===== src/hdl/tile_pkg.sv =====
package tile_pkg;

  // Basic widths
  typedef logic [31:0] paddr_t;
  typedef logic [63:0] dword_t;
  typedef logic [15:0] did_t;
  typedef logic [7:0]  core_id_t;
  typedef logic [3:0]  dev_id_t;
  typedef logic [3:0]  tag_t;

  typedef enum logic
  {
    e_mem_rd = 1'b0,
    e_mem_wr = 1'b1
  } mem_op_e;

  // Single-beat memory message
  typedef struct packed
  {
    mem_op_e op;
    paddr_t  addr;
    tag_t    tag;
  } mem_hdr_s;

  typedef struct packed
  {
    mem_hdr_s hdr;
    dword_t   data;
  } mem_msg_s;

  // Configuration bus toward the tile
  typedef struct packed
  {
    logic     freeze;
    core_id_t core_id;
    did_t     did;
    did_t     host_did;
  } cfg_bus_s;

  // Address map
  localparam paddr_t dram_base_c = 32'h8000_0000;

  // Device field sits just above the local offset
  localparam int dev_lsb_c = 20;

  localparam dev_id_t clint_dev_c = 4'd1;
  localparam dev_id_t cfg_dev_c   = 4'd2;
  localparam dev_id_t cache_dev_c = 4'd3;

  // Configuration block offsets
  localparam logic [dev_lsb_c-1:0] cfg_freeze_c   = 20'h0_0000;
  localparam logic [dev_lsb_c-1:0] cfg_core_id_c  = 20'h0_0008;
  localparam logic [dev_lsb_c-1:0] cfg_did_c      = 20'h0_0010;
  localparam logic [dev_lsb_c-1:0] cfg_host_did_c = 20'h0_0018;

  // CLINT offsets
  localparam logic [dev_lsb_c-1:0] clint_msip_c     = 20'h0_0000;
  localparam logic [dev_lsb_c-1:0] clint_mtimecmp_c = 20'h0_4000;
  localparam logic [dev_lsb_c-1:0] clint_plic_c     = 20'h0_b000;
  localparam logic [dev_lsb_c-1:0] clint_mtime_c    = 20'h0_bff8;

  // Response sources, lowest value wins arbitration
  typedef enum logic [1:0]
  {
    tgt_mem   = 2'd0,
    tgt_cfg   = 2'd1,
    tgt_clint = 2'd2,
    tgt_loop  = 2'd3
  } tgt_e;

endpackage

===== src/hdl/cfg_regs.sv =====
`timescale 1ns/1ps

module cfg_regs
  import tile_pkg::*;
(
  input  logic     clk_i,
  input  logic     rst_n_i,

  input  mem_msg_s cmd_i,
  input  logic     cmd_v_i,
  output logic     cmd_ready_and_o,

  output mem_msg_s resp_o,
  output logic     resp_v_o,
  input  logic     resp_yumi_i,

  input  did_t     did_i,
  input  did_t     host_did_i,
  output cfg_bus_s cfg_bus_o
);

  logic                 freeze_r;
  core_id_t             core_id_r;
  logic                 resp_v_r;
  mem_msg_s             resp_r;
  logic [dev_lsb_c-1:0] offset;
  logic                 cmd_accept;
  logic                 is_wr;
  dword_t               rdata;

  assign offset     = cmd_i.hdr.addr[dev_lsb_c-1:0];
  assign cmd_accept = cmd_v_i & cmd_ready_and_o;
  assign is_wr      = (cmd_i.hdr.op == e_mem_wr);

  // Read mux, unmapped offsets give zero
  always_comb
  begin
    case (offset)
      cfg_freeze_c:   rdata = dword_t'(freeze_r);
      cfg_core_id_c:  rdata = dword_t'(core_id_r);
      cfg_did_c:      rdata = dword_t'(did_i);
      cfg_host_did_c: rdata = dword_t'(host_did_i);
      default:        rdata = '0;
    endcase
  end

  // Core held frozen until software releases it
  always_ff @(posedge clk_i or negedge rst_n_i)
  begin
    if (!rst_n_i)
    begin
      freeze_r  <= 1'b1;
      core_id_r <= '0;
    end
    else if (cmd_accept && is_wr)
    begin
      if (offset == cfg_freeze_c)
        freeze_r <= cmd_i.data[0];
      if (offset == cfg_core_id_c)
        core_id_r <= cmd_i.data[$bits(core_id_t)-1:0];
    end
  end

  always_ff @(posedge clk_i or negedge rst_n_i)
  begin
    if (!rst_n_i)
      resp_v_r <= 1'b0;
    else if (cmd_accept)
      resp_v_r <= 1'b1;
    else if (resp_yumi_i)
      resp_v_r <= 1'b0;
  end

  always_ff @(posedge clk_i)
  begin
    if (cmd_accept)
    begin
      resp_r.hdr  <= cmd_i.hdr;
      resp_r.data <= is_wr ? '0 : rdata;
    end
  end

  assign cmd_ready_and_o = ~resp_v_r;
  assign resp_o          = resp_r;
  assign resp_v_o        = resp_v_r;

  assign cfg_bus_o = '{freeze: freeze_r, core_id: core_id_r, did: did_i, host_did: host_did_i};

endmodule


===== src/hdl/clint_slice.sv =====
`timescale 1ns/1ps

module clint_slice
  import tile_pkg::*;
(
  input  logic     clk_i,
  input  logic     rst_n_i,

  input  mem_msg_s cmd_i,
  input  logic     cmd_v_i,
  output logic     cmd_ready_and_o,

  output mem_msg_s resp_o,
  output logic     resp_v_o,
  input  logic     resp_yumi_i,

  output logic     timer_irq_o,
  output logic     software_irq_o,
  output logic     external_irq_o
);

  dword_t               mtime_r;
  dword_t               mtimecmp_r;
  logic                 msip_r;
  logic                 plic_r;
  logic                 resp_v_r;
  mem_msg_s             resp_r;
  logic [dev_lsb_c-1:0] offset;
  logic                 cmd_accept;
  logic                 wr_en;
  dword_t               rdata;

  assign offset     = cmd_i.hdr.addr[dev_lsb_c-1:0];
  assign cmd_accept = cmd_v_i & cmd_ready_and_o;
  assign wr_en      = cmd_accept & (cmd_i.hdr.op == e_mem_wr);

  always_comb
  begin
    case (offset)
      clint_msip_c:     rdata = dword_t'(msip_r);
      clint_mtimecmp_c: rdata = mtimecmp_r;
      clint_plic_c:     rdata = dword_t'(plic_r);
      clint_mtime_c:    rdata = mtime_r;
      default:          rdata = '0;
    endcase
  end

  // Free-running timer, a write replaces the count
  always_ff @(posedge clk_i or negedge rst_n_i)
  begin
    if (!rst_n_i)
      mtime_r <= '0;
    else if (wr_en && (offset == clint_mtime_c))
      mtime_r <= cmd_i.data;
    else
      mtime_r <= mtime_r + 1'b1;
  end

  always_ff @(posedge clk_i or negedge rst_n_i)
  begin
    if (!rst_n_i)
    begin
      mtimecmp_r <= '1;
      msip_r     <= 1'b0;
      plic_r     <= 1'b0;
    end
    else if (wr_en)
    begin
      if (offset == clint_mtimecmp_c)
        mtimecmp_r <= cmd_i.data;
      if (offset == clint_msip_c)
        msip_r <= cmd_i.data[0];
      if (offset == clint_plic_c)
        plic_r <= cmd_i.data[0];
    end
  end

  // One response slot
  always_ff @(posedge clk_i or negedge rst_n_i)
  begin
    if (!rst_n_i)
      resp_v_r <= 1'b0;
    else if (cmd_accept)
      resp_v_r <= 1'b1;
    else if (resp_yumi_i)
      resp_v_r <= 1'b0;
  end

  always_ff @(posedge clk_i)
  begin
    if (cmd_accept)
    begin
      resp_r.hdr  <= cmd_i.hdr;
      resp_r.data <= wr_en ? '0 : rdata;
    end
  end

  assign cmd_ready_and_o = ~resp_v_r;
  assign resp_o          = resp_r;
  assign resp_v_o        = resp_v_r;

  assign timer_irq_o    = (mtime_r >= mtimecmp_r);
  assign software_irq_o = msip_r;
  assign external_irq_o = plic_r;

endmodule


===== src/hdl/loopback_dev.sv =====
`timescale 1ns/1ps

module loopback_dev
  import tile_pkg::*;
(
  input  logic     clk_i,
  input  logic     rst_n_i,

  input  mem_msg_s cmd_i,
  input  logic     cmd_v_i,
  output logic     cmd_ready_and_o,

  output mem_msg_s resp_o,
  output logic     resp_v_o,
  input  logic     resp_yumi_i
);

  logic     resp_v_r;
  mem_hdr_s resp_hdr_r;
  logic     cmd_accept;

  assign cmd_accept = cmd_v_i & cmd_ready_and_o;

  always_ff @(posedge clk_i or negedge rst_n_i)
  begin
    if (!rst_n_i)
      resp_v_r <= 1'b0;
    else if (cmd_accept)
      resp_v_r <= 1'b1;
    else if (resp_yumi_i)
      resp_v_r <= 1'b0;
  end

  // Only the header is kept, data always answers zero
  always_ff @(posedge clk_i)
  begin
    if (cmd_accept)
      resp_hdr_r <= cmd_i.hdr;
  end

  assign cmd_ready_and_o = ~resp_v_r;
  assign resp_o          = '{hdr: resp_hdr_r, data: '0};
  assign resp_v_o        = resp_v_r;

endmodule


===== src/hdl/mem_cmd_dispatch.sv =====
`timescale 1ns/1ps

module mem_cmd_dispatch
  import tile_pkg::*;
(
  input  mem_msg_s   mem_cmd_i,
  input  logic       mem_cmd_v_i,
  output logic       mem_cmd_ready_and_o,

  output mem_msg_s   tgt_cmd_o,
  output logic [3:0] tgt_v_o,
  input  logic [3:0] ready_and_i
);

  paddr_t     addr;
  dev_id_t    dev;
  logic       local_cmd;
  logic       handoff;
  logic [3:0] sel_oh;

  assign addr      = mem_cmd_i.hdr.addr;
  assign dev       = addr[dev_lsb_c+:$bits(dev_id_t)];
  assign local_cmd = (addr < dram_base_c);

  // One-hot target select
  always_comb
  begin
    sel_oh = '0;
    if (!local_cmd || (dev == cache_dev_c))
      sel_oh[tgt_mem] = 1'b1;
    else if (dev == cfg_dev_c)
      sel_oh[tgt_cfg] = 1'b1;
    else if (dev == clint_dev_c)
      sel_oh[tgt_clint] = 1'b1;
    else
      sel_oh[tgt_loop] = 1'b1;
  end

  // Source sees ready only when every target can take the command
  assign mem_cmd_ready_and_o = &ready_and_i;

  // Gate valids with the full handshake so a ready target never
  // consumes a command the source still holds
  assign handoff = mem_cmd_v_i & mem_cmd_ready_and_o;
  assign tgt_v_o = sel_oh & {4{handoff}};

  assign tgt_cmd_o = mem_cmd_i;

endmodule


===== src/hdl/mem_resp_arbiter.sv =====
`timescale 1ns/1ps

module mem_resp_arbiter
  import tile_pkg::*;
(
  input  mem_msg_s [3:0] resp_i,
  input  logic [3:0]     resp_v_i,
  output logic [3:0]     resp_yumi_o,

  output mem_msg_s       mem_resp_o,
  output logic           mem_resp_v_o,
  input  logic           mem_resp_yumi_i
);

  tgt_e       sel;
  logic [3:0] grant;

  // Scan down so the lowest valid index is the last one kept
  always_comb
  begin
    sel = tgt_loop;
    for (int i = 3; i >= 0; i--)
    begin
      if (resp_v_i[i])
        sel = tgt_e'(i[1:0]);
    end
  end

  always_comb
  begin
    grant      = '0;
    grant[sel] = |resp_v_i;
  end

  assign mem_resp_o   = resp_i[sel];
  assign mem_resp_v_o = |resp_v_i;

  // Only the granted source sees the consume
  assign resp_yumi_o = grant & {4{mem_resp_yumi_i}};

endmodule


===== src/hdl/tile_io_top.sv =====
`timescale 1ns/1ps

module tile_io_top
  import tile_pkg::*;
(
  input  logic     clk_i,
  input  logic     rst_n_i,

  input  did_t     my_did_i,
  input  did_t     host_did_i,

  input  mem_msg_s mem_cmd_i,
  input  logic     mem_cmd_v_i,
  output logic     mem_cmd_ready_and_o,

  output mem_msg_s mem_resp_o,
  output logic     mem_resp_v_o,
  input  logic     mem_resp_yumi_i,

  output mem_msg_s ext_cmd_o,
  output logic     ext_cmd_v_o,
  input  logic     ext_cmd_ready_and_i,

  input  mem_msg_s ext_resp_i,
  input  logic     ext_resp_v_i,
  output logic     ext_resp_yumi_o,

  output cfg_bus_s cfg_bus_o,
  output logic     timer_irq_o,
  output logic     software_irq_o,
  output logic     external_irq_o
);

  mem_msg_s       tgt_cmd;
  logic [3:0]     tgt_v;
  logic [3:0]     tgt_ready;
  mem_msg_s [3:0] tgt_resp;
  logic [3:0]     tgt_resp_v;
  logic [3:0]     tgt_resp_yumi;

  logic     cfg_ready, clint_ready, loop_ready;
  mem_msg_s cfg_resp, clint_resp, loop_resp;
  logic     cfg_resp_v, clint_resp_v, loop_resp_v;

  // Slots packed in tgt_e order, memory slot is the external port
  assign tgt_ready  = {loop_ready, clint_ready, cfg_ready, ext_cmd_ready_and_i};
  assign tgt_resp   = {loop_resp, clint_resp, cfg_resp, ext_resp_i};
  assign tgt_resp_v = {loop_resp_v, clint_resp_v, cfg_resp_v, ext_resp_v_i};

  assign ext_cmd_o       = tgt_cmd;
  assign ext_cmd_v_o     = tgt_v[tgt_mem];
  assign ext_resp_yumi_o = tgt_resp_yumi[tgt_mem];

  mem_cmd_dispatch u_dispatch (
    .mem_cmd_i           (mem_cmd_i),
    .mem_cmd_v_i         (mem_cmd_v_i),
    .mem_cmd_ready_and_o (mem_cmd_ready_and_o),
    .tgt_cmd_o           (tgt_cmd),
    .tgt_v_o             (tgt_v),
    .ready_and_i         (tgt_ready)
  );

  mem_resp_arbiter u_arbiter (
    .resp_i          (tgt_resp),
    .resp_v_i        (tgt_resp_v),
    .resp_yumi_o     (tgt_resp_yumi),
    .mem_resp_o      (mem_resp_o),
    .mem_resp_v_o    (mem_resp_v_o),
    .mem_resp_yumi_i (mem_resp_yumi_i)
  );

  cfg_regs u_cfg (
    .clk_i           (clk_i),
    .rst_n_i         (rst_n_i),
    .cmd_i           (tgt_cmd),
    .cmd_v_i         (tgt_v[tgt_cfg]),
    .cmd_ready_and_o (cfg_ready),
    .resp_o          (cfg_resp),
    .resp_v_o        (cfg_resp_v),
    .resp_yumi_i     (tgt_resp_yumi[tgt_cfg]),
    .did_i           (my_did_i),
    .host_did_i      (host_did_i),
    .cfg_bus_o       (cfg_bus_o)
  );

  clint_slice u_clint (
    .clk_i           (clk_i),
    .rst_n_i         (rst_n_i),
    .cmd_i           (tgt_cmd),
    .cmd_v_i         (tgt_v[tgt_clint]),
    .cmd_ready_and_o (clint_ready),
    .resp_o          (clint_resp),
    .resp_v_o        (clint_resp_v),
    .resp_yumi_i     (tgt_resp_yumi[tgt_clint]),
    .timer_irq_o     (timer_irq_o),
    .software_irq_o  (software_irq_o),
    .external_irq_o  (external_irq_o)
  );

  loopback_dev u_loopback (
    .clk_i           (clk_i),
    .rst_n_i         (rst_n_i),
    .cmd_i           (tgt_cmd),
    .cmd_v_i         (tgt_v[tgt_loop]),
    .cmd_ready_and_o (loop_ready),
    .resp_o          (loop_resp),
    .resp_v_o        (loop_resp_v),
    .resp_yumi_i     (tgt_resp_yumi[tgt_loop])
  );

endmodule


===== config.mk =====
export PLATFORM = sky130hd
export DESIGN_NAME = tile_io_top
export DESIGN_NICKNAME = d
export VERILOG_FILES = /design/src/hdl/tile_pkg.sv /design/src/hdl/cfg_regs.sv /design/src/hdl/clint_slice.sv /design/src/hdl/loopback_dev.sv /design/src/hdl/mem_cmd_dispatch.sv /design/src/hdl/mem_resp_arbiter.sv /design/src/hdl/tile_io_top.sv
export SDC_FILE = /design/constraint.sdc
export NUM_CORES = 1
export LEC_CHECK = 0
export ABC_AREA = 1
export BUFFER_PORTS_ARGS = -buffer_cell sky130_fd_sc_hd__buf_2
export CAP_MARGIN = 20
export CORE_MARGIN = 2
export CORE_UTILIZATION = 50
export CTS_BUF_LIST = sky130_fd_sc_hd__clkbuf_8
export CTS_CLUSTER_SIZE = 28
export DETAILED_ROUTE_END_ITERATION = 10
export GPL_TIMING_DRIVEN = 0
export HOLD_SLACK_MARGIN = 0.03
export MAX_ROUTING_LAYER = met4
export PLACE_DENSITY = 0.76
export SLEW_MARGIN = 10
export SYNTH_ARGS = -nofsm -noshare
export SYNTH_HDL_FRONTEND = slang
export SYNTH_HIERARCHICAL = 1
export SYNTH_SLANG_ARGS = --single-unit

===== constraint.sdc =====
create_clock -name clk_i -period 9.05 [get_ports clk_i]
set_clock_uncertainty 0.15 [all_clocks]
set_input_delay 0.905 -clock clk_i [delete_from_list [all_inputs] [get_ports clk_i]]
set_output_delay 0.905 -clock clk_i [all_outputs]
set_load 0.02 [all_outputs]

* After elaboration in Yosys (flattened, before gate mapping) *
Cells that the tools add are included.

word-level totals
  bits in registers = 381
  bits of input ports = 240
  output and inout bits = 250
  word-level logic and storage cells = 83

cells by class
  $add $sub $neg = 1
  order comparisons = 4
  equality and inequality tests = 9
  multiplexer cells = 22
  bitwise operators = 11
  reductions and logical operators = 16

operators by type and width
  cell                   count
  $pmux 64 s4            1
  $bmux 101 s2           1
  $mux 101               1
  $add 64x1->64 const B  1
  $ge 64x64->1           1
  $mux 64                1
  $pmux 16 s4            1
  $eq 20x16->1 const B   2
  $eq 20x5->1 const B    2
  $lt 32x32->1 const B   1
  $eq 20x15->1 const B   1
  $eq 20x4->1 const B    1
  $logic_not 20->1       1
  $and 4x4->4            3
  $mux 1                 12
  $reduce_and 2->1       5
  $eq 4x2->1 const B     2
  $mux 2                 3
  $reduce_bool 2->1      3
  $and 1x1->1            5
  $eq 4x1->1 const B     1
  $reduce_and 4->1       1
  $reduce_or 4->1        1
  $logic_and 1x1->1      3
  other kinds (7)        9

* Depth between registers and ports, before layout *
Gate-level depths: netlist (run 1).

  word-level depth = 11
  depth in mapped cells = 15

* Cells and area by module *
The synthesis (run 1) kept the hierarchy.

modules (own cells, without submodules)
  module            instances  cells each  area an instance (um^2)  sequential area each (um^2)
  clint_slice       1          1647        13048.8                  6391.1
  mem_resp_arbiter  1          1012        4584.4                   0.0
  cfg_regs          1          321         3326.9                   1843.0
  loopback_dev      1          109         1647.8                   1136.1
  mem_cmd_dispatch  1          123         849.6                    0.0

* Least setup slack after synthesis (run 1) *
Ideal clock, no wire load.

  kind = input-to-reg
  from = in ext_cmd_ready_and_i
  to = reg u_clint.mtime_r[10]
  library setup time = 131 ps
  arrival time = 4657 ps
  data required time = 8769 ps
  setup slack = 4112 ps
  stages on the path = 13
  path buffers = 2
  path through = nand2_1 > nor3_2 > nand2_1 > nor2_1 > nand2_1 > inv_1 > nand2_1 > inv_1 > buf_2 > nand3_1 > clkbuf_1 > o21ai_0 > o21ai_0

between the ends
  cells in the longest elaborated chain, start to end = 7

RTL lines
  element                       line                    source
  start, declared               tile_io_top.sv:22       input logic ext_cmd_ready_and_i,
  $reduce_and 4->1              mem_cmd_dispatch.sv:40  assign mem_cmd_ready_and_o = &ready_and_i;
  $and 1x1->1                   mem_cmd_dispatch.sv:44  assign handoff = mem_cmd_v_i & mem_cmd_ready_and_o;
  $and 4x4->4                   mem_cmd_dispatch.sv:45  assign tgt_v_o = sel_oh & {4{handoff}};
  named net tgt_v[2]            tile_io_top.sv:35       logic [3:0] tgt_v;
  $and 1x1->1                   clint_slice.sv:34       assign cmd_accept = cmd_v_i & cmd_ready_and_o;
  named net u_clint.cmd_accept  clint_slice.sv:29       logic cmd_accept;
  $and 1x1->1                   clint_slice.sv:35       assign wr_en = cmd_accept & (cmd_i.hdr.op == e_mem_wr);
  $logic_and 1x1->1             clint_slice.sv:53       else if (wr_en && (offset == clint_mtime_c))
  $mux 64                       clint_slice.sv:53
  end signal, assigned          clint_slice.sv:54       mtime_r <= cmd_i.data;
  end signal, assigned          clint_slice.sv:56       mtime_r <= mtime_r + 1'b1;
  end, declared                 clint_slice.sv:22       dword_t mtime_r;

The timed path passes the listed nets, and every way through them passes these cells.
A chain may end at the register's enable or synchronous reset.

* Worst setup path in the final report (run 1) *
  from = reg u_cfg.resp_v_r (netlist: u_cfg/resp_v_o)
  to = reg u_clint.mtime_r[10]

between the ends
  cells in the longest elaborated chain, start to end = 8

RTL lines
  element                       line                    source
  start, declared               cfg_regs.sv:24          logic resp_v_r;
  start signal, assigned        cfg_regs.sv:67          resp_v_r <= 1'b0;
  start signal, assigned        cfg_regs.sv:69          resp_v_r <= 1'b1;
  start signal, assigned        cfg_regs.sv:71          resp_v_r <= 1'b0;
  $not 1->1                     cfg_regs.sv:83          assign cmd_ready_and_o = ~resp_v_r;
  named net cfg_ready           tile_io_top.sv:41       logic cfg_ready, clint_ready, loop_ready;
  $reduce_and 4->1              mem_cmd_dispatch.sv:40
  $and 1x1->1                   mem_cmd_dispatch.sv:44
  $and 4x4->4                   mem_cmd_dispatch.sv:45
  named net tgt_v[2]            tile_io_top.sv:35
  $and 1x1->1                   clint_slice.sv:34
  named net u_clint.cmd_accept  clint_slice.sv:29
  $and 1x1->1                   clint_slice.sv:35
  $logic_and 1x1->1             clint_slice.sv:53
  $mux 64                       clint_slice.sv:53

The timed path passes the listed nets, and every way through them passes these cells.

==> results of run 1 <==
cell families after synthesis:
kind of cell / count (synthesis) / synth area share, %
AOI/OAI and AO/OA: 227 / 5.243
xor gates and xnor gates: 25 / 0.9334
buffers and inverters: 743 / 16.69
adders and majority gates: 65 / 3.467
and+or+nand+nor: 1817 / 33.69
other: 2 / 0.03202
DFF: 333 / 39.95
critical path, stage by stage, from the launching register on:
cell and delay (ns):
dfrtp_1 0.48, inv_1 0.13, nand2_1 0.10, nor3_2 0.17, nand2_1 0.12, nor2_1 0.11, nand2_1 0.11, inv_4 0.43
buf_16 0.34, nand2_1 0.21, inv_1 0.11, buf_2 0.32, nand3_1 0.27, clkbuf_1 0.45, o21ai_0 0.26, o21ai_0 0.13
flip-flops by register name, summed over array words and instances, names as in the netlist:
register	count
u_loopback/resp_v_o	1
u_cfg/resp_v_o	1
u_cfg/freeze_r	1
u_cfg/core_id_r	8
u_clint/resp_o	101
u_loopback/resp_o	37
u_cfg/resp_o	53
u_clint/software_irq_o	1
u_clint/resp_v_o	1
u_clint/mtime_r	64
u_clint/mtimecmp_r	64
u_clint/external_irq_o	1
synth_stat cells, drive strengths merged (51+ instances only):
master	instances
dfrtp	77
dfstp	65
nand3	313
inv	346
buf	345
edfxtp	191
o21ai	121
nand2	787
a31oi	56
ha	65
nand3b	102
nor2	531
clkbuf	51
nand4	52
power groups by stage:
stage               clock network (W)  registers, W  logic [W]
floorplan                           0       0.00166    0.00101
global placement                    0       0.00167    0.00152
detailed placement                  0       0.00167    0.00152
CTS                           0.00139       0.00164    0.00153
global route                  0.00145       0.00164    0.00168
finish                        0.00136       0.00164    0.00154
worst paths after layout:
path                                          endpoint  slack (ns)
min in group asynchronous          u_clint/mtime_r[53]        0.58
worst min register to register  u_clint/mtimecmp_r[49]        0.32
worst max-delay path               u_clint/mtime_r[10]        5.00
worst max register to register     u_clint/mtime_r[10]        5.00
worst min-delay path             u_loopback/resp_o[95]        0.30
max in group asynchronous       u_clint/external_irq_o        7.33
through the flow:
stage	setup WS, ns	area (um2)	hold WS (ns)	instances
floorplan	4.112	23870	0.3005	3322
global placement	2.151	26590	0.3113	4321
detailed placement	4.668	26680	0.3150	4324
CTS	5.033	27820	0.2650	4431
global route	4.696	27830	0.2837	4432
finish	4.995	27830	0.3046	4432
placed cells by master (no fill, tap or decap), types with 77 or more instances in the layout:
cell,synthesis,final
buf_2,72,463
o21ai_0,97,97
nor2_1,513,513
inv_1,343,356
nand3b_1,102,102
conb_1,2,112
nand2_1,782,782
buf_4,252,253
dfrtp_1,77,77
edfxtp_1,191,191
nand3_1,311,311
layer usage:
metal  part of all wire, %  vias to the layer above
met5                     0                        -
met4                   4.2                        0
met2                    44                     1098
met1                    43                    10360
met3                   9.1                      156
li1                      -                    11120
layout make-up:
cell class,instances,area [um2],share of cell area [%]
inverters,347,1305,4.690
well taps,607,759.5,2.729
flip-flops and latches,333,9370,33.67
clock inverters,41,235.2,0.8453
repair buffers,397,2064,7.419
multi-input cells,2246,10590,38.04
plain buffers,396,2613,9.389
clock buffers,65,894.6,3.215
==> flow_summary.html, run 1 <==
<table>
<tr><th>Metric</th><th>Value</th></tr>
<tr><th colspan="2">STA</th></tr>
<tr><td>Crit share post-route</td><td>44.80%</td></tr>
<tr><td>Slew HR</td><td>17.19%</td></tr>
<tr><td>Transition time of the tightest slew-check pin</td><td>1.238 ns</td></tr>
<tr><td>Max Clock Freq</td><td>0.2466 GHz</td></tr>
<tr><td>RSZ-0062 raised after global routing</td><td>false</td></tr>
<tr><td>Hold violation count in the final report</td><td>0</td></tr>
<tr><td>Min cycle time layout</td><td>4.055 ns</td></tr>
<tr><td>Sum Neg Setup Slack</td><td>0 ns</td></tr>
<tr><td>Setup-failing EPs final</td><td>0</td></tr>
<tr><td>Final Max Tran Viols</td><td>0</td></tr>
<tr><th colspan="2">GRT</th></tr>
<tr><td>Total Routing Usage GR</td><td>33.17%</td></tr>
<tr><td>Largest net degree at the start of global routing</td><td>94</td></tr>
<tr><td>GR Layer Usage met1</td><td>45.08%</td></tr>
<tr><td>Global-route congestion overflow total</td><td>0</td></tr>
<tr><td>Antenna violations before repair</td><td>0</td></tr>
<tr><td>Most Used Layer, Global Route</td><td>met2</td></tr>
<tr><td>GR met3 Demand/Resource</td><td>5.567%</td></tr>
<tr><td>Number of global-route vias before repair</td><td>20380</td></tr>
<tr><td>Wire length of the first global-routing pass</td><td>117800 um</td></tr>
<tr><td>Met2 usage in global routing</td><td>49.43%</td></tr>
<tr><th colspan="2">Routing</th></tr>
<tr><td>Per-cell routed wire length</td><td>18.15 um</td></tr>
<tr><td>Number of optimization iterations in the first detailed-route pass</td><td>6</td></tr>
<tr><td>Count of routing violations after the opening detailed-route iteration</td><td>2125</td></tr>
<tr><td>Number of design rule violations left after detail routing</td><td>0</td></tr>
<tr><td>Final wirelength</td><td>80430 um</td></tr>
<tr><td>Average vias per placed instance</td><td>5.129</td></tr>
<tr><td>Count of nets left with antenna violations after detail routing</td><td>0</td></tr>
<tr><td>Total number of vias</td><td>22730</td></tr>
<tr><th colspan="2">Layout</th></tr>
<tr><td>Layout-stage area growth over the synthesis result</td><td>18.63%</td></tr>
<tr><td>Nets</td><td>4083</td></tr>
<tr><td>Fin util</td><td>59.90%</td></tr>
<tr><td>Ant diodes</td><td>0</td></tr>
<tr><td>Share of post-route cells with drive strength above 1</td><td>23.90%</td></tr>
<tr><td>Number of filler cells placed in the layout</td><td>4471</td></tr>
<tr><th colspan="2">Hold path</th></tr>
<tr><td>Type of the worst min-delay path</td><td>in2reg</td></tr>
<tr><td>Startpoint of the most critical hold path</td><td>mem_cmd_i[95]</td></tr>
<tr><td>Number of cells on the worst hold path</td><td>1</td></tr>
<tr><th colspan="2">CTS</th></tr>
<tr><td>Number of gates given a new drive strength after cts</td><td>0</td></tr>
<tr><td>Post-CTS Repair Setup Buffers</td><td>0</td></tr>
<tr><td>H-tree levels</td><td>2</td></tr>
<tr><td>TritonCTS clock tree</td><td>yes</td></tr>
<tr><td>Number of buffers on the longest clock path</td><td>3</td></tr>
<tr><td>Buffer cell driving the clock tree root</td><td>clkbuf_8</td></tr>
<tr><td>Count of hold-fix buffers inserted at cts</td><td>1</td></tr>
<tr><td>Worst-Skew Late Latency</td><td>0.66 ns</td></tr>
<tr><td>Number of clock buffers inserted by TritonCTS</td><td>57</td></tr>
<tr><td>Clock-pin slew of the registers on the worst-case setup and hold paths</td><td>0.06 ns</td></tr>
<tr><td>Number of clock sinks</td><td>333</td></tr>
<tr><th colspan="2">Yosys</th></tr>
<tr><td>Cell accounting for the most synthesized area</td><td>edfxtp_1</td></tr>
<tr><td>Post-Syn Instances</td><td>3212</td></tr>
<tr><td>Number of synthesized flops with an enable pin</td><td>191</td></tr>
<tr><td>Async set-reset flop share out of synthesis</td><td>42.64%</td></tr>
<tr><td>Flip-flop and latch count after synthesis</td><td>333</td></tr>
<tr><td>Top_reg_cell synth</td><td>edfxtp_1</td></tr>
<tr><td>Yosys cell types</td><td>41</td></tr>
<tr><td>Mapped Area</td><td>23460 um2</td></tr>
<tr><td>Mean cell area of the mapped netlist</td><td>7.303 um2</td></tr>
<tr><td>Synthesis Warnings</td><td>6</td></tr>
<tr><td>Part of the Yosys area used for sequential elements</td><td>39.95%</td></tr>
<tr><td>Yosys top cell area share</td><td>24.45%</td></tr>
<tr><td>Top cells by area, synth</td><td>edfxtp_1 (24%), nand2_1 (13%), dfrtp_1 (8.2%)</td></tr>
<tr><th colspan="2">Setup path</th></tr>
<tr><td>Kind of launch point of the worst setup path</td><td>register</td></tr>
<tr><td>First element of the critical path</td><td>u_cfg/resp_v_o</td></tr>
<tr><td>Launching point of the worst reg2reg path</td><td>u_cfg/resp_v_o</td></tr>
<tr><td>CP Data Arrival Time</td><td>4.44 ns</td></tr>
<tr><td>Cells on worst reg2reg path</td><td>15</td></tr>
<tr><td>Largest fanout on the critical path</td><td>64</td></tr>
<tr><td>Required time of the worst setup path</td><td>9.43 ns</td></tr>
<tr><td>Category of the critical setup timing path</td><td>reg2reg</td></tr>
<tr><td>CP endpoint kind</td><td>register</td></tr>
<tr><th colspan="2">Pwr</th></tr>
<tr><td>Combinational cell fraction of total power</td><td>33.9%</td></tr>
<tr><td>Switching share of power</td><td>37.52%</td></tr>
<tr><td>Net switching power</td><td>0.001704 W</td></tr>
<tr><td>Clock share of power</td><td>30.0%</td></tr>
<tr><td>Design Power</td><td>0.004541 W</td></tr>
<tr><td>Seq pwr share</td><td>36.1%</td></tr>
<tr><td>Power density over the cells</td><td>163.2 nW/um2</td></tr>
<tr><td>Internal Pwr Total</td><td>0.002837 W</td></tr>
<tr><td>Maximum vdd drop</td><td>0.1021 mV</td></tr>
<tr><td>Standby leakage power</td><td>13.36 nW</td></tr>
<tr><th colspan="2">Floorplan</th></tr>
<tr><td>Total Die Area</td><td>48660 um2</td></tr>
<tr><td>X dimension of the die</td><td>220.6 um</td></tr>
<tr><td>Total core area</td><td>46460 um2</td></tr>
<tr><td>Initial core utilization</td><td>50.49%</td></tr>
<tr><td>Count of boundary I/O pins</td><td>490</td></tr>
<tr><td>Height of the chip</td><td>220.6 um</td></tr>
<tr><td>Row cnt</td><td>79</td></tr>
<tr><th colspan="2">Job</th></tr>
<tr><td>Reported max-cap violation count</td><td>0</td></tr>
<tr><th colspan="2">Placed design</th></tr>
<tr><td>Dpl hpwl</td><td>63530 um</td></tr>
<tr><td>IO Port Bufs</td><td>392</td></tr>
<tr><td>Final estimated routing congestion in global placement</td><td>1.003</td></tr>
<tr><th colspan="2">Outcome</th></tr>
<tr><td>Outcome</td><td>finished, final reports clean</td></tr>
</table>
No activity file was read; power rests on OpenSTA's default activity.
==> run 2: changes to the inputs <==
Settings changed: ABC_AREA 1 to 0, PLACE_DENSITY 0.76 to 0.78.
Clock period 9.05 ns to 4.03 ns, I/O delays scaled along.
==> flow_summary.html, run 2 <==
<table>
<tr><th>Metric</th><th>Value</th></tr>
<tr><th colspan="2">Routing</th></tr>
<tr><td>Count of nets left with antenna violations after detail routing</td><td>0</td></tr>
<tr><td>Final wirelength</td><td>61880 um</td></tr>
<tr><td>Number of optimization iterations in the first detailed-route pass</td><td>8</td></tr>
<tr><td>Number of design rule violations left after detail routing</td><td>0</td></tr>
<tr><td>Count of routing violations after the opening detailed-route iteration</td><td>1496</td></tr>
<tr><td>Per-cell routed wire length</td><td>20.09 um</td></tr>
<tr><td>Total number of vias</td><td>17150</td></tr>
<tr><td>Average vias per placed instance</td><td>5.567</td></tr>
<tr><th colspan="2">STA</th></tr>
<tr><td>Slew HR</td><td>34.77%</td></tr>
<tr><td>Min cycle time layout</td><td>3.909 ns</td></tr>
<tr><td>Final Max Tran Viols</td><td>0</td></tr>
<tr><td>RSZ-0062 raised after global routing</td><td>false</td></tr>
<tr><td>Max Clock Freq</td><td>0.2558 GHz</td></tr>
<tr><td>Crit share post-route</td><td>96.99%</td></tr>
<tr><td>Transition time of the tightest slew-check pin</td><td>0.9709 ns</td></tr>
<tr><td>Hold violation count in the final report</td><td>0</td></tr>
<tr><td>Setup-failing EPs final</td><td>0</td></tr>
<tr><th colspan="2">CTS</th></tr>
<tr><td>H-tree levels</td><td>2</td></tr>
<tr><td>Worst-Skew Late Latency</td><td>0.63 ns</td></tr>
<tr><td>Number of clock sinks</td><td>333</td></tr>
<tr><td>Number of buffers on the longest clock path</td><td>3</td></tr>
<tr><td>Number of clock buffers inserted by TritonCTS</td><td>55</td></tr>
<tr><td>TritonCTS clock tree</td><td>yes</td></tr>
<tr><td>Clock-pin slew of the registers on the worst-case setup and hold paths</td><td>0.06 ns</td></tr>
<tr><td>Post-CTS Repair Setup Buffers</td><td>0</td></tr>
<tr><td>Buffer cell driving the clock tree root</td><td>clkbuf_8</td></tr>
<tr><th colspan="2">Layout</th></tr>
<tr><td>Fin util</td><td>64.84%</td></tr>
<tr><td>Most common library cell in the layout ignoring fill and taps</td><td>buf_2</td></tr>
<tr><td>Final cell area excluding filler cells</td><td>25060 um2</td></tr>
<tr><td>Most used cells in the layout excluding fill and tap cells</td><td>buf_2 (412), a22oi_1 (273), buf_4 (259)</td></tr>
<tr><td>Layout-stage area growth over the synthesis result</td><td>27.73%</td></tr>
<tr><td>Nets</td><td>2820</td></tr>
<tr><td>Share of post-route cells with drive strength above 1</td><td>34.87%</td></tr>
<tr><td>Flip-flop count of the largest register, all copies and words added</td><td>101</td></tr>
<tr><th colspan="2">GRT</th></tr>
<tr><td>Wire length of the first global-routing pass</td><td>93870 um</td></tr>
<tr><td>Global-route congestion overflow total</td><td>0</td></tr>
<tr><td>Number of global-route vias before repair</td><td>16850</td></tr>
<tr><td>Total Routing Usage GR</td><td>30.25%</td></tr>
<tr><td>Largest net degree at the start of global routing</td><td>103</td></tr>
<tr><td>Antenna violations before repair</td><td>2</td></tr>
<tr><th colspan="2">Setup path</th></tr>
<tr><td>Category of the critical setup timing path</td><td>in2reg</td></tr>
<tr><td>Required time of the worst setup path</td><td>4.21 ns</td></tr>
<tr><td>Largest fanout on the critical path</td><td>25</td></tr>
<tr><td>Setup slack of the most critical reg-to-reg path</td><td>0.22 ns</td></tr>
<tr><td>Kind of launch point of the worst setup path</td><td>input pin</td></tr>
<tr><td>End of the worst register-to-register path</td><td>u_clint/resp_o[41]</td></tr>
<tr><td>Launching point of the worst reg2reg path</td><td>u_clint/resp_v_o</td></tr>
<tr><td>Cells on worst reg2reg path</td><td>11</td></tr>
<tr><td>CP endpoint kind</td><td>register</td></tr>
<tr><td>CP Data Arrival Time</td><td>4.08 ns</td></tr>
<tr><th colspan="2">Pwr</th></tr>
<tr><td>Combinational cell fraction of total power</td><td>28.7%</td></tr>
<tr><td>Design Power</td><td>0.009213 W</td></tr>
<tr><td>Power density over the cells</td><td>367.7 nW/um2</td></tr>
<tr><td>Clock share of power</td><td>31.5%</td></tr>
<tr><td>Seq pwr share</td><td>39.9%</td></tr>
<tr><td>Standby leakage power</td><td>10.96 nW</td></tr>
<tr><td>Maximum vdd drop</td><td>0.2298 mV</td></tr>
<tr><td>Internal Pwr Total</td><td>0.006096 W</td></tr>
<tr><td>Switching share of power</td><td>33.83%</td></tr>
<tr><td>Net switching power</td><td>0.003117 W</td></tr>
<tr><th colspan="2">Hold path</th></tr>
<tr><td>Hold worst-path end</td><td>u_cfg/resp_o[11]</td></tr>
<tr><td>Startpoint of the most critical hold path</td><td>my_did_i[11]</td></tr>
<tr><td>Number of cells on the worst hold path</td><td>3</td></tr>
<tr><td>Type of the worst min-delay path</td><td>in2reg</td></tr>
<tr><th colspan="2">Floorplan</th></tr>
<tr><td>Total Die Area</td><td>40840 um2</td></tr>
<tr><td>X dimension of the die</td><td>202.1 um</td></tr>
<tr><td>Row cnt</td><td>72</td></tr>
<tr><td>Height of the chip</td><td>202.1 um</td></tr>
<tr><td>Count of boundary I/O pins</td><td>490</td></tr>
<tr><td>Initial core utilization</td><td>50.76%</td></tr>
<tr><td>Total core area</td><td>38650 um2</td></tr>
<tr><th colspan="2">Yosys</th></tr>
<tr><td>Yosys cell types</td><td>65</td></tr>
<tr><td>Flip-flop and latch count after synthesis</td><td>333</td></tr>
<tr><td>Yosys top cell area share</td><td>29.24%</td></tr>
<tr><td>Part of the Yosys area used for sequential elements</td><td>47.76%</td></tr>
<tr><td>Library cell with the highest instance count after synthesis</td><td>a22oi_1</td></tr>
<tr><td>Mean cell area of the mapped netlist</td><td>10.66 um2</td></tr>
<tr><td>Async set-reset flop share out of synthesis</td><td>42.64%</td></tr>
<tr><td>Top post-synthesis cells by count</td><td>a22oi_1 (273), buf_4 (258), edfxtp_1 (191)</td></tr>
<tr><td>Top cells by area, synth</td><td>edfxtp_1 (29%), a22oi_1 (10%), buf_4 (9.9%)</td></tr>
<tr><td>Post-Syn Instances</td><td>1841</td></tr>
<tr><td>Top_reg_cell synth</td><td>edfxtp_1</td></tr>
<tr><td>Synthesis Warnings</td><td>6</td></tr>
<tr><td>Mapped Area</td><td>19620 um2</td></tr>
<tr><td>Cell accounting for the most synthesized area</td><td>edfxtp_1</td></tr>
<tr><td>Number of synthesized flops with an enable pin</td><td>191</td></tr>
<tr><th colspan="2">Job</th></tr>
<tr><td>Reported max-cap violation count</td><td>0</td></tr>
<tr><th colspan="2">Placed design</th></tr>
<tr><td>Dpl hpwl</td><td>44890 um</td></tr>
<tr><td>Post-placement cell area</td><td>22920 um2</td></tr>
<tr><td>IO Port Bufs</td><td>392</td></tr>
<tr><td>Final estimated routing congestion in global placement</td><td>0.9160</td></tr>
<tr><th colspan="2">Outcome</th></tr>
<tr><td>Outcome</td><td>finished, final reports clean</td></tr>
</table>
run 2: cell types whose count changed after synthesis, moves of 102 or more:
cell      previous run  this run
nand2_1            782       107
nor2_1             513        95
nand3_1            311        35
a22oi_1              0       273
inv_1              343        71
nand3b_1           102         0
run 2: cell type report:
type	instances	area [um2]
sequential	333	9370
timing repair buffer	507	3214
antenna	1	2.502
clock inverter	40	212.7
multi-input combinational	1190	7939
inverter	72	270.3
tap	518	648.1
fill	2994	13590
clock buffer	63	867.1
buffer	356	2534
run 2: power by group through the flow:
| stage | sequential (W) | combinational (W) | clock (W) |
|---|---|---|---|
| 2_1_floorplan | 0.00373 | 0.00159 | 0 |
| 3_3_place_gp | 0.00373 | 0.00244 | 0 |
| 3_5_place_dp | 0.00374 | 0.00248 | 0 |
| 4_1_cts | 0.00367 | 0.00256 | 0.00295 |
| 5_1_grt | 0.00367 | 0.00279 | 0.00309 |
| 6_report | 0.00367 | 0.00264 | 0.00290 |
run 2: logic make-up after synthesis:
kind of cell | share of synthesized area (%)
muxes | 5.287
buffers and inverters | 14.11
DFF | 47.76
other | 0.03828
and+or+nand+nor | 9.561
xor gates and xnor gates | 2.679
AOI/OAI and AO/OA | 16.42
adders and majority gates | 4.146
run 2: worst max-delay path: stages:
cell and delay, ns:
dlygate4sd3_1 0.55, buf_2 0.15, or4b_4 0.55, nor4b_2 0.25, nor2b_4 0.44, buf_16 0.24
buf_12 0.20, buf_12 0.20, nand2_1 0.17, o31ai_4 0.24, clkbuf_1 0.50, nor2_1 0.16
run 2: what timing repair did:
| item | CTS | global route |
|---|---|---|
| setup endpoints to repair | 1 | 4 |
| endpoints found under the hold margin | 350 | 0 |
| hold buffers | 103 | 0 |
| gates resized for setup | 1 | 3 |
run 2: metrics by stage:
| stage | hold WS [ns] | std cells | worst slack, ns | setup TNS, ns |
|---|---|---|---|---|
| after global routing | 0.07124 | 3080 | 0.009282 | 0 |
| final | 0.07889 | 3080 | 0.1213 | 0 |
| after detailed placement | 0.1603 | 2872 | 0.1095 | 0 |
| after global placement | 0.3702 | 2861 | -2.063 | -360.36 |
| after floorplan | -0.04259 | 1951 | -0.1739 | -19.46 |
| after CTS | 0.04666 | 3078 | 0.1292 | 0 |
run 2: worst max path at each step:
| stage | endpoint | slack [ns] | depth (start not counted) | start |
|---|---|---|---|---|
| CTS | timer_irq_o | 0.13 | 8 | u_clint/mtimecmp_r[61] |
| finish | u_clint/resp_o[41] | 0.12 | 12 | mem_cmd_i[99] |
| global route | u_clint/resp_o[41] | 0.009 | 12 | mem_cmd_i[99] |
| floorplan | u_clint/mtimecmp_r[0] | -0.17 | 8 | mem_cmd_i[99] |
| global placement | u_clint/resp_o[38] | -2.06 | 8 | mem_cmd_i[99] |
| detailed placement | u_clint/resp_o[41] | 0.11 | 11 | mem_cmd_i[99] |
run 2: routing by layer:
metal / wire (um) / part of all wire (%) / vias to the layer above / global-route usage [%]
li1: - / - / 7787 / -
met1: 24150 / 39 / 8310 / 37.25
met2: 30590 / 49 / 904 / 50.52
met3: 4727 / 7.6 / 146 / 3.854
met4: 2407 / 3.9 / 0 / 12.58
met5: 0 / 0 / - / -
==> run 3: changes to the inputs <==
Settings changed: CELL_PAD_IN_SITES_DETAIL_PLACEMENT from default to 0, CELL_PAD_IN_SITES_GLOBAL_PLACEMENT from default to 1, CORE_UTILIZATION 50 to 43, PLACE_DENSITY 0.78 to 0.85.
==> flow_summary.html, run 3 (synthesis results as in run 2) <==
<table>
<tr><th>Metric</th><th>Value</th></tr>
<tr><th colspan="2">Layout</th></tr>
<tr><td>Layout-stage area growth over the synthesis result</td><td>29.11%</td></tr>
<tr><td>Most used cells in the layout excluding fill and tap cells</td><td>buf_2 (412), a22oi_1 (273), buf_4 (259)</td></tr>
<tr><td>Non-Filler Instances</td><td>3172</td></tr>
<tr><td>Share of post-route cells with drive strength above 1</td><td>34.84%</td></tr>
<tr><td>Most common library cell in the layout ignoring fill and taps</td><td>buf_2</td></tr>
<tr><td>Nets</td><td>2829</td></tr>
<tr><td>Ant diodes</td><td>0</td></tr>
<tr><td>Flip-flop count of the largest register, all copies and words added</td><td>101</td></tr>
<tr><th colspan="2">Routing</th></tr>
<tr><td>Total number of vias</td><td>16760</td></tr>
<tr><td>Per-cell routed wire length</td><td>19.86 um</td></tr>
<tr><td>Number of design rule violations left after detail routing</td><td>0</td></tr>
<tr><td>Average vias per placed instance</td><td>5.284</td></tr>
<tr><td>Count of nets left with antenna violations after detail routing</td><td>0</td></tr>
<tr><td>Count of routing violations after the opening detailed-route iteration</td><td>1135</td></tr>
<tr><td>Number of optimization iterations in the first detailed-route pass</td><td>6</td></tr>
<tr><td>Final wirelength</td><td>62980 um</td></tr>
<tr><th colspan="2">STA</th></tr>
<tr><td>Max Clock Freq</td><td>0.2621 GHz</td></tr>
<tr><td>Slew HR</td><td>36.90%</td></tr>
<tr><td>Setup-failing EPs final</td><td>0</td></tr>
<tr><td>Crit share post-route</td><td>94.69%</td></tr>
<tr><td>Hold violation count in the final report</td><td>0</td></tr>
<tr><td>Final Max Tran Viols</td><td>0</td></tr>
<tr><td>Transition time of the tightest slew-check pin</td><td>0.9393 ns</td></tr>
<tr><td>Min Hold Slack</td><td>0.09710 ns</td></tr>
<tr><td>RSZ-0062 raised after global routing</td><td>false</td></tr>
<tr><td>Min cycle time layout</td><td>3.816 ns</td></tr>
<tr><th colspan="2">Placed design</th></tr>
<tr><td>Dpl hpwl</td><td>46400 um</td></tr>
<tr><td>Inst Count DP</td><td>2953</td></tr>
<tr><td>Final estimated routing congestion in global placement</td><td>0.8676</td></tr>
<tr><td>IO Port Bufs</td><td>392</td></tr>
<tr><th colspan="2">GRT</th></tr>
<tr><td>Global-route congestion overflow total</td><td>0</td></tr>
<tr><td>Number of global-route vias before repair</td><td>16460</td></tr>
<tr><td>Antenna violations before repair</td><td>2</td></tr>
<tr><td>Wire length of the first global-routing pass</td><td>94120 um</td></tr>
<tr><td>Largest net degree at the start of global routing</td><td>103</td></tr>
<tr><td>Total Routing Usage GR</td><td>26.77%</td></tr>
<tr><th colspan="2">Floorplan</th></tr>
<tr><td>Initial core utilization</td><td>43.42%</td></tr>
<tr><td>Total Die Area</td><td>47350 um2</td></tr>
<tr><td>Total core area</td><td>45190 um2</td></tr>
<tr><td>Count of boundary I/O pins</td><td>490</td></tr>
<tr><td>X dimension of the die</td><td>217.6 um</td></tr>
<tr><td>Row cnt</td><td>78</td></tr>
<tr><td>Height of the chip</td><td>217.6 um</td></tr>
<tr><th colspan="2">Outcome</th></tr>
<tr><td>Outcome</td><td>finished, final reports clean</td></tr>
<tr><th colspan="2">CTS</th></tr>
<tr><td>Number of buffers on the longest clock path</td><td>3</td></tr>
<tr><td>Number of clock buffers inserted by TritonCTS</td><td>56</td></tr>
<tr><td>Number of clock sinks</td><td>333</td></tr>
<tr><td>Buffer cell driving the clock tree root</td><td>clkbuf_8</td></tr>
<tr><td>TritonCTS clock tree</td><td>yes</td></tr>
<tr><td>Clock-pin slew of the registers on the worst-case setup and hold paths</td><td>0.06 ns</td></tr>
<tr><td>Worst-Skew Late Latency</td><td>0.64 ns</td></tr>
<tr><td>Post-CTS Repair Setup Buffers</td><td>0</td></tr>
<tr><td>H-tree levels</td><td>2</td></tr>
<tr><th colspan="2">Setup path</th></tr>
<tr><td>CP Data Arrival Time</td><td>3.26 ns</td></tr>
<tr><td>Required time of the worst setup path</td><td>3.48 ns</td></tr>
<tr><td>Category of the critical setup timing path</td><td>reg2out</td></tr>
<tr><td>Kind of launch point of the worst setup path</td><td>register</td></tr>
<tr><td>Launching point of the worst reg2reg path</td><td>u_clint/mtime_r[3]</td></tr>
<tr><td>CP endpoint kind</td><td>primary output</td></tr>
<tr><td>Cells on worst reg2reg path</td><td>8</td></tr>
<tr><td>Largest fanout on the critical path</td><td>3</td></tr>
<tr><td>Setup slack of the most critical reg-to-reg path</td><td>0.44 ns</td></tr>
<tr><td>End of the worst register-to-register path</td><td>u_clint/mtime_r[53]</td></tr>
<tr><th colspan="2">Pwr</th></tr>
<tr><td>Power density over the cells</td><td>372.3 nW/um2</td></tr>
<tr><td>Maximum vdd drop</td><td>0.2237 mV</td></tr>
<tr><td>Standby leakage power</td><td>11.04 nW</td></tr>
<tr><th colspan="2">Job</th></tr>
<tr><td>Reported max-cap violation count</td><td>0</td></tr>
<tr><th colspan="2">Hold path</th></tr>
<tr><td>Type of the worst min-delay path</td><td>in2async</td></tr>
</table>
## run 3: worst max path at each step
stage / from / cells after the start / end / slack (ns)
floorplan: mem_cmd_i[99] / 8 / u_clint/mtimecmp_r[0] / -0.17
global placement: mem_cmd_i[99] / 8 / u_clint/resp_o[35] / -2.21
detailed placement: mem_cmd_i[85] / 7 / u_clint/mtime_r[63] / 0.16
CTS: u_clint/mtimecmp_r[62] / 8 / timer_irq_o / 0.07
global route: u_clint/mtimecmp_r[59] / 8 / timer_irq_o / 0.005
finish: u_clint/mtimecmp_r[59] / 8 / timer_irq_o / 0.21
## run 3: power by group
part | internal (W) | total, W | switching, W
registers | 0.00364 | 0.00367 | 0.0000271
logic | 0.000955 | 0.00264 | 0.00168
clock network | 0.00170 | 0.00312 | 0.00142
total | 0.00630 | 0.00943 | 0.00313
## run 3: per-stage QoR
step           utilization, %  setup WS, ns  total power, W  TNS, ns  instance area [um2]
2_1_floorplan               -       -0.1739        0.005322   -19.46                20070
3_3_place_gp            50.42        -2.209        0.006213  -364.39                22780
3_5_place_dp            50.94        0.1639        0.006242        0                23020
4_1_cts                 56.05       0.06677        0.009477        0                25330
5_1_grt                 56.05      0.004590        0.009840        0                25330
6_report                56.05        0.2142        0.009430        0                25330
## run 3: worst max-delay path: stages, from the launching register on
cell and delay (ns):
dfstp_2 0.54, inv_1 0.05, ha_1 0.32, nand4_1 0.24, nor4_4 0.42, nand3_1 0.23
or3_1 0.41, o211ai_1 0.21, buf_2 0.21
## run 3: cell type report
cell class	instances	area [um2]
plain buffers	356	2527
clock buffers	63	867.1
clock inverters	43	299.0
fillers	3904	19860
inverters	72	270.3
multi-input cells	1190	7956
flip-flops and latches	333	9370
well taps	600	750.7
repair buffers	515	3287
## run 3: routing by layer
layer / up-vias / global-route usage [%] / routed length, um
li1: 7814 / - / -
met1: 8151 / 33.59 / 25870
met2: 704 / 44.81 / 31090
met3: 91 / 3.417 / 4297
met4: 0 / 8.995 / 1725
met5: - / - / 0
## run 3: repair_timing
action,CTS,global route
hold endpoints to repair,356,0
endpoints found under the setup margin,1,1
pin swaps,0,1
gates cloned,0,0
hold buffers,113,0
resized for setup,2,0
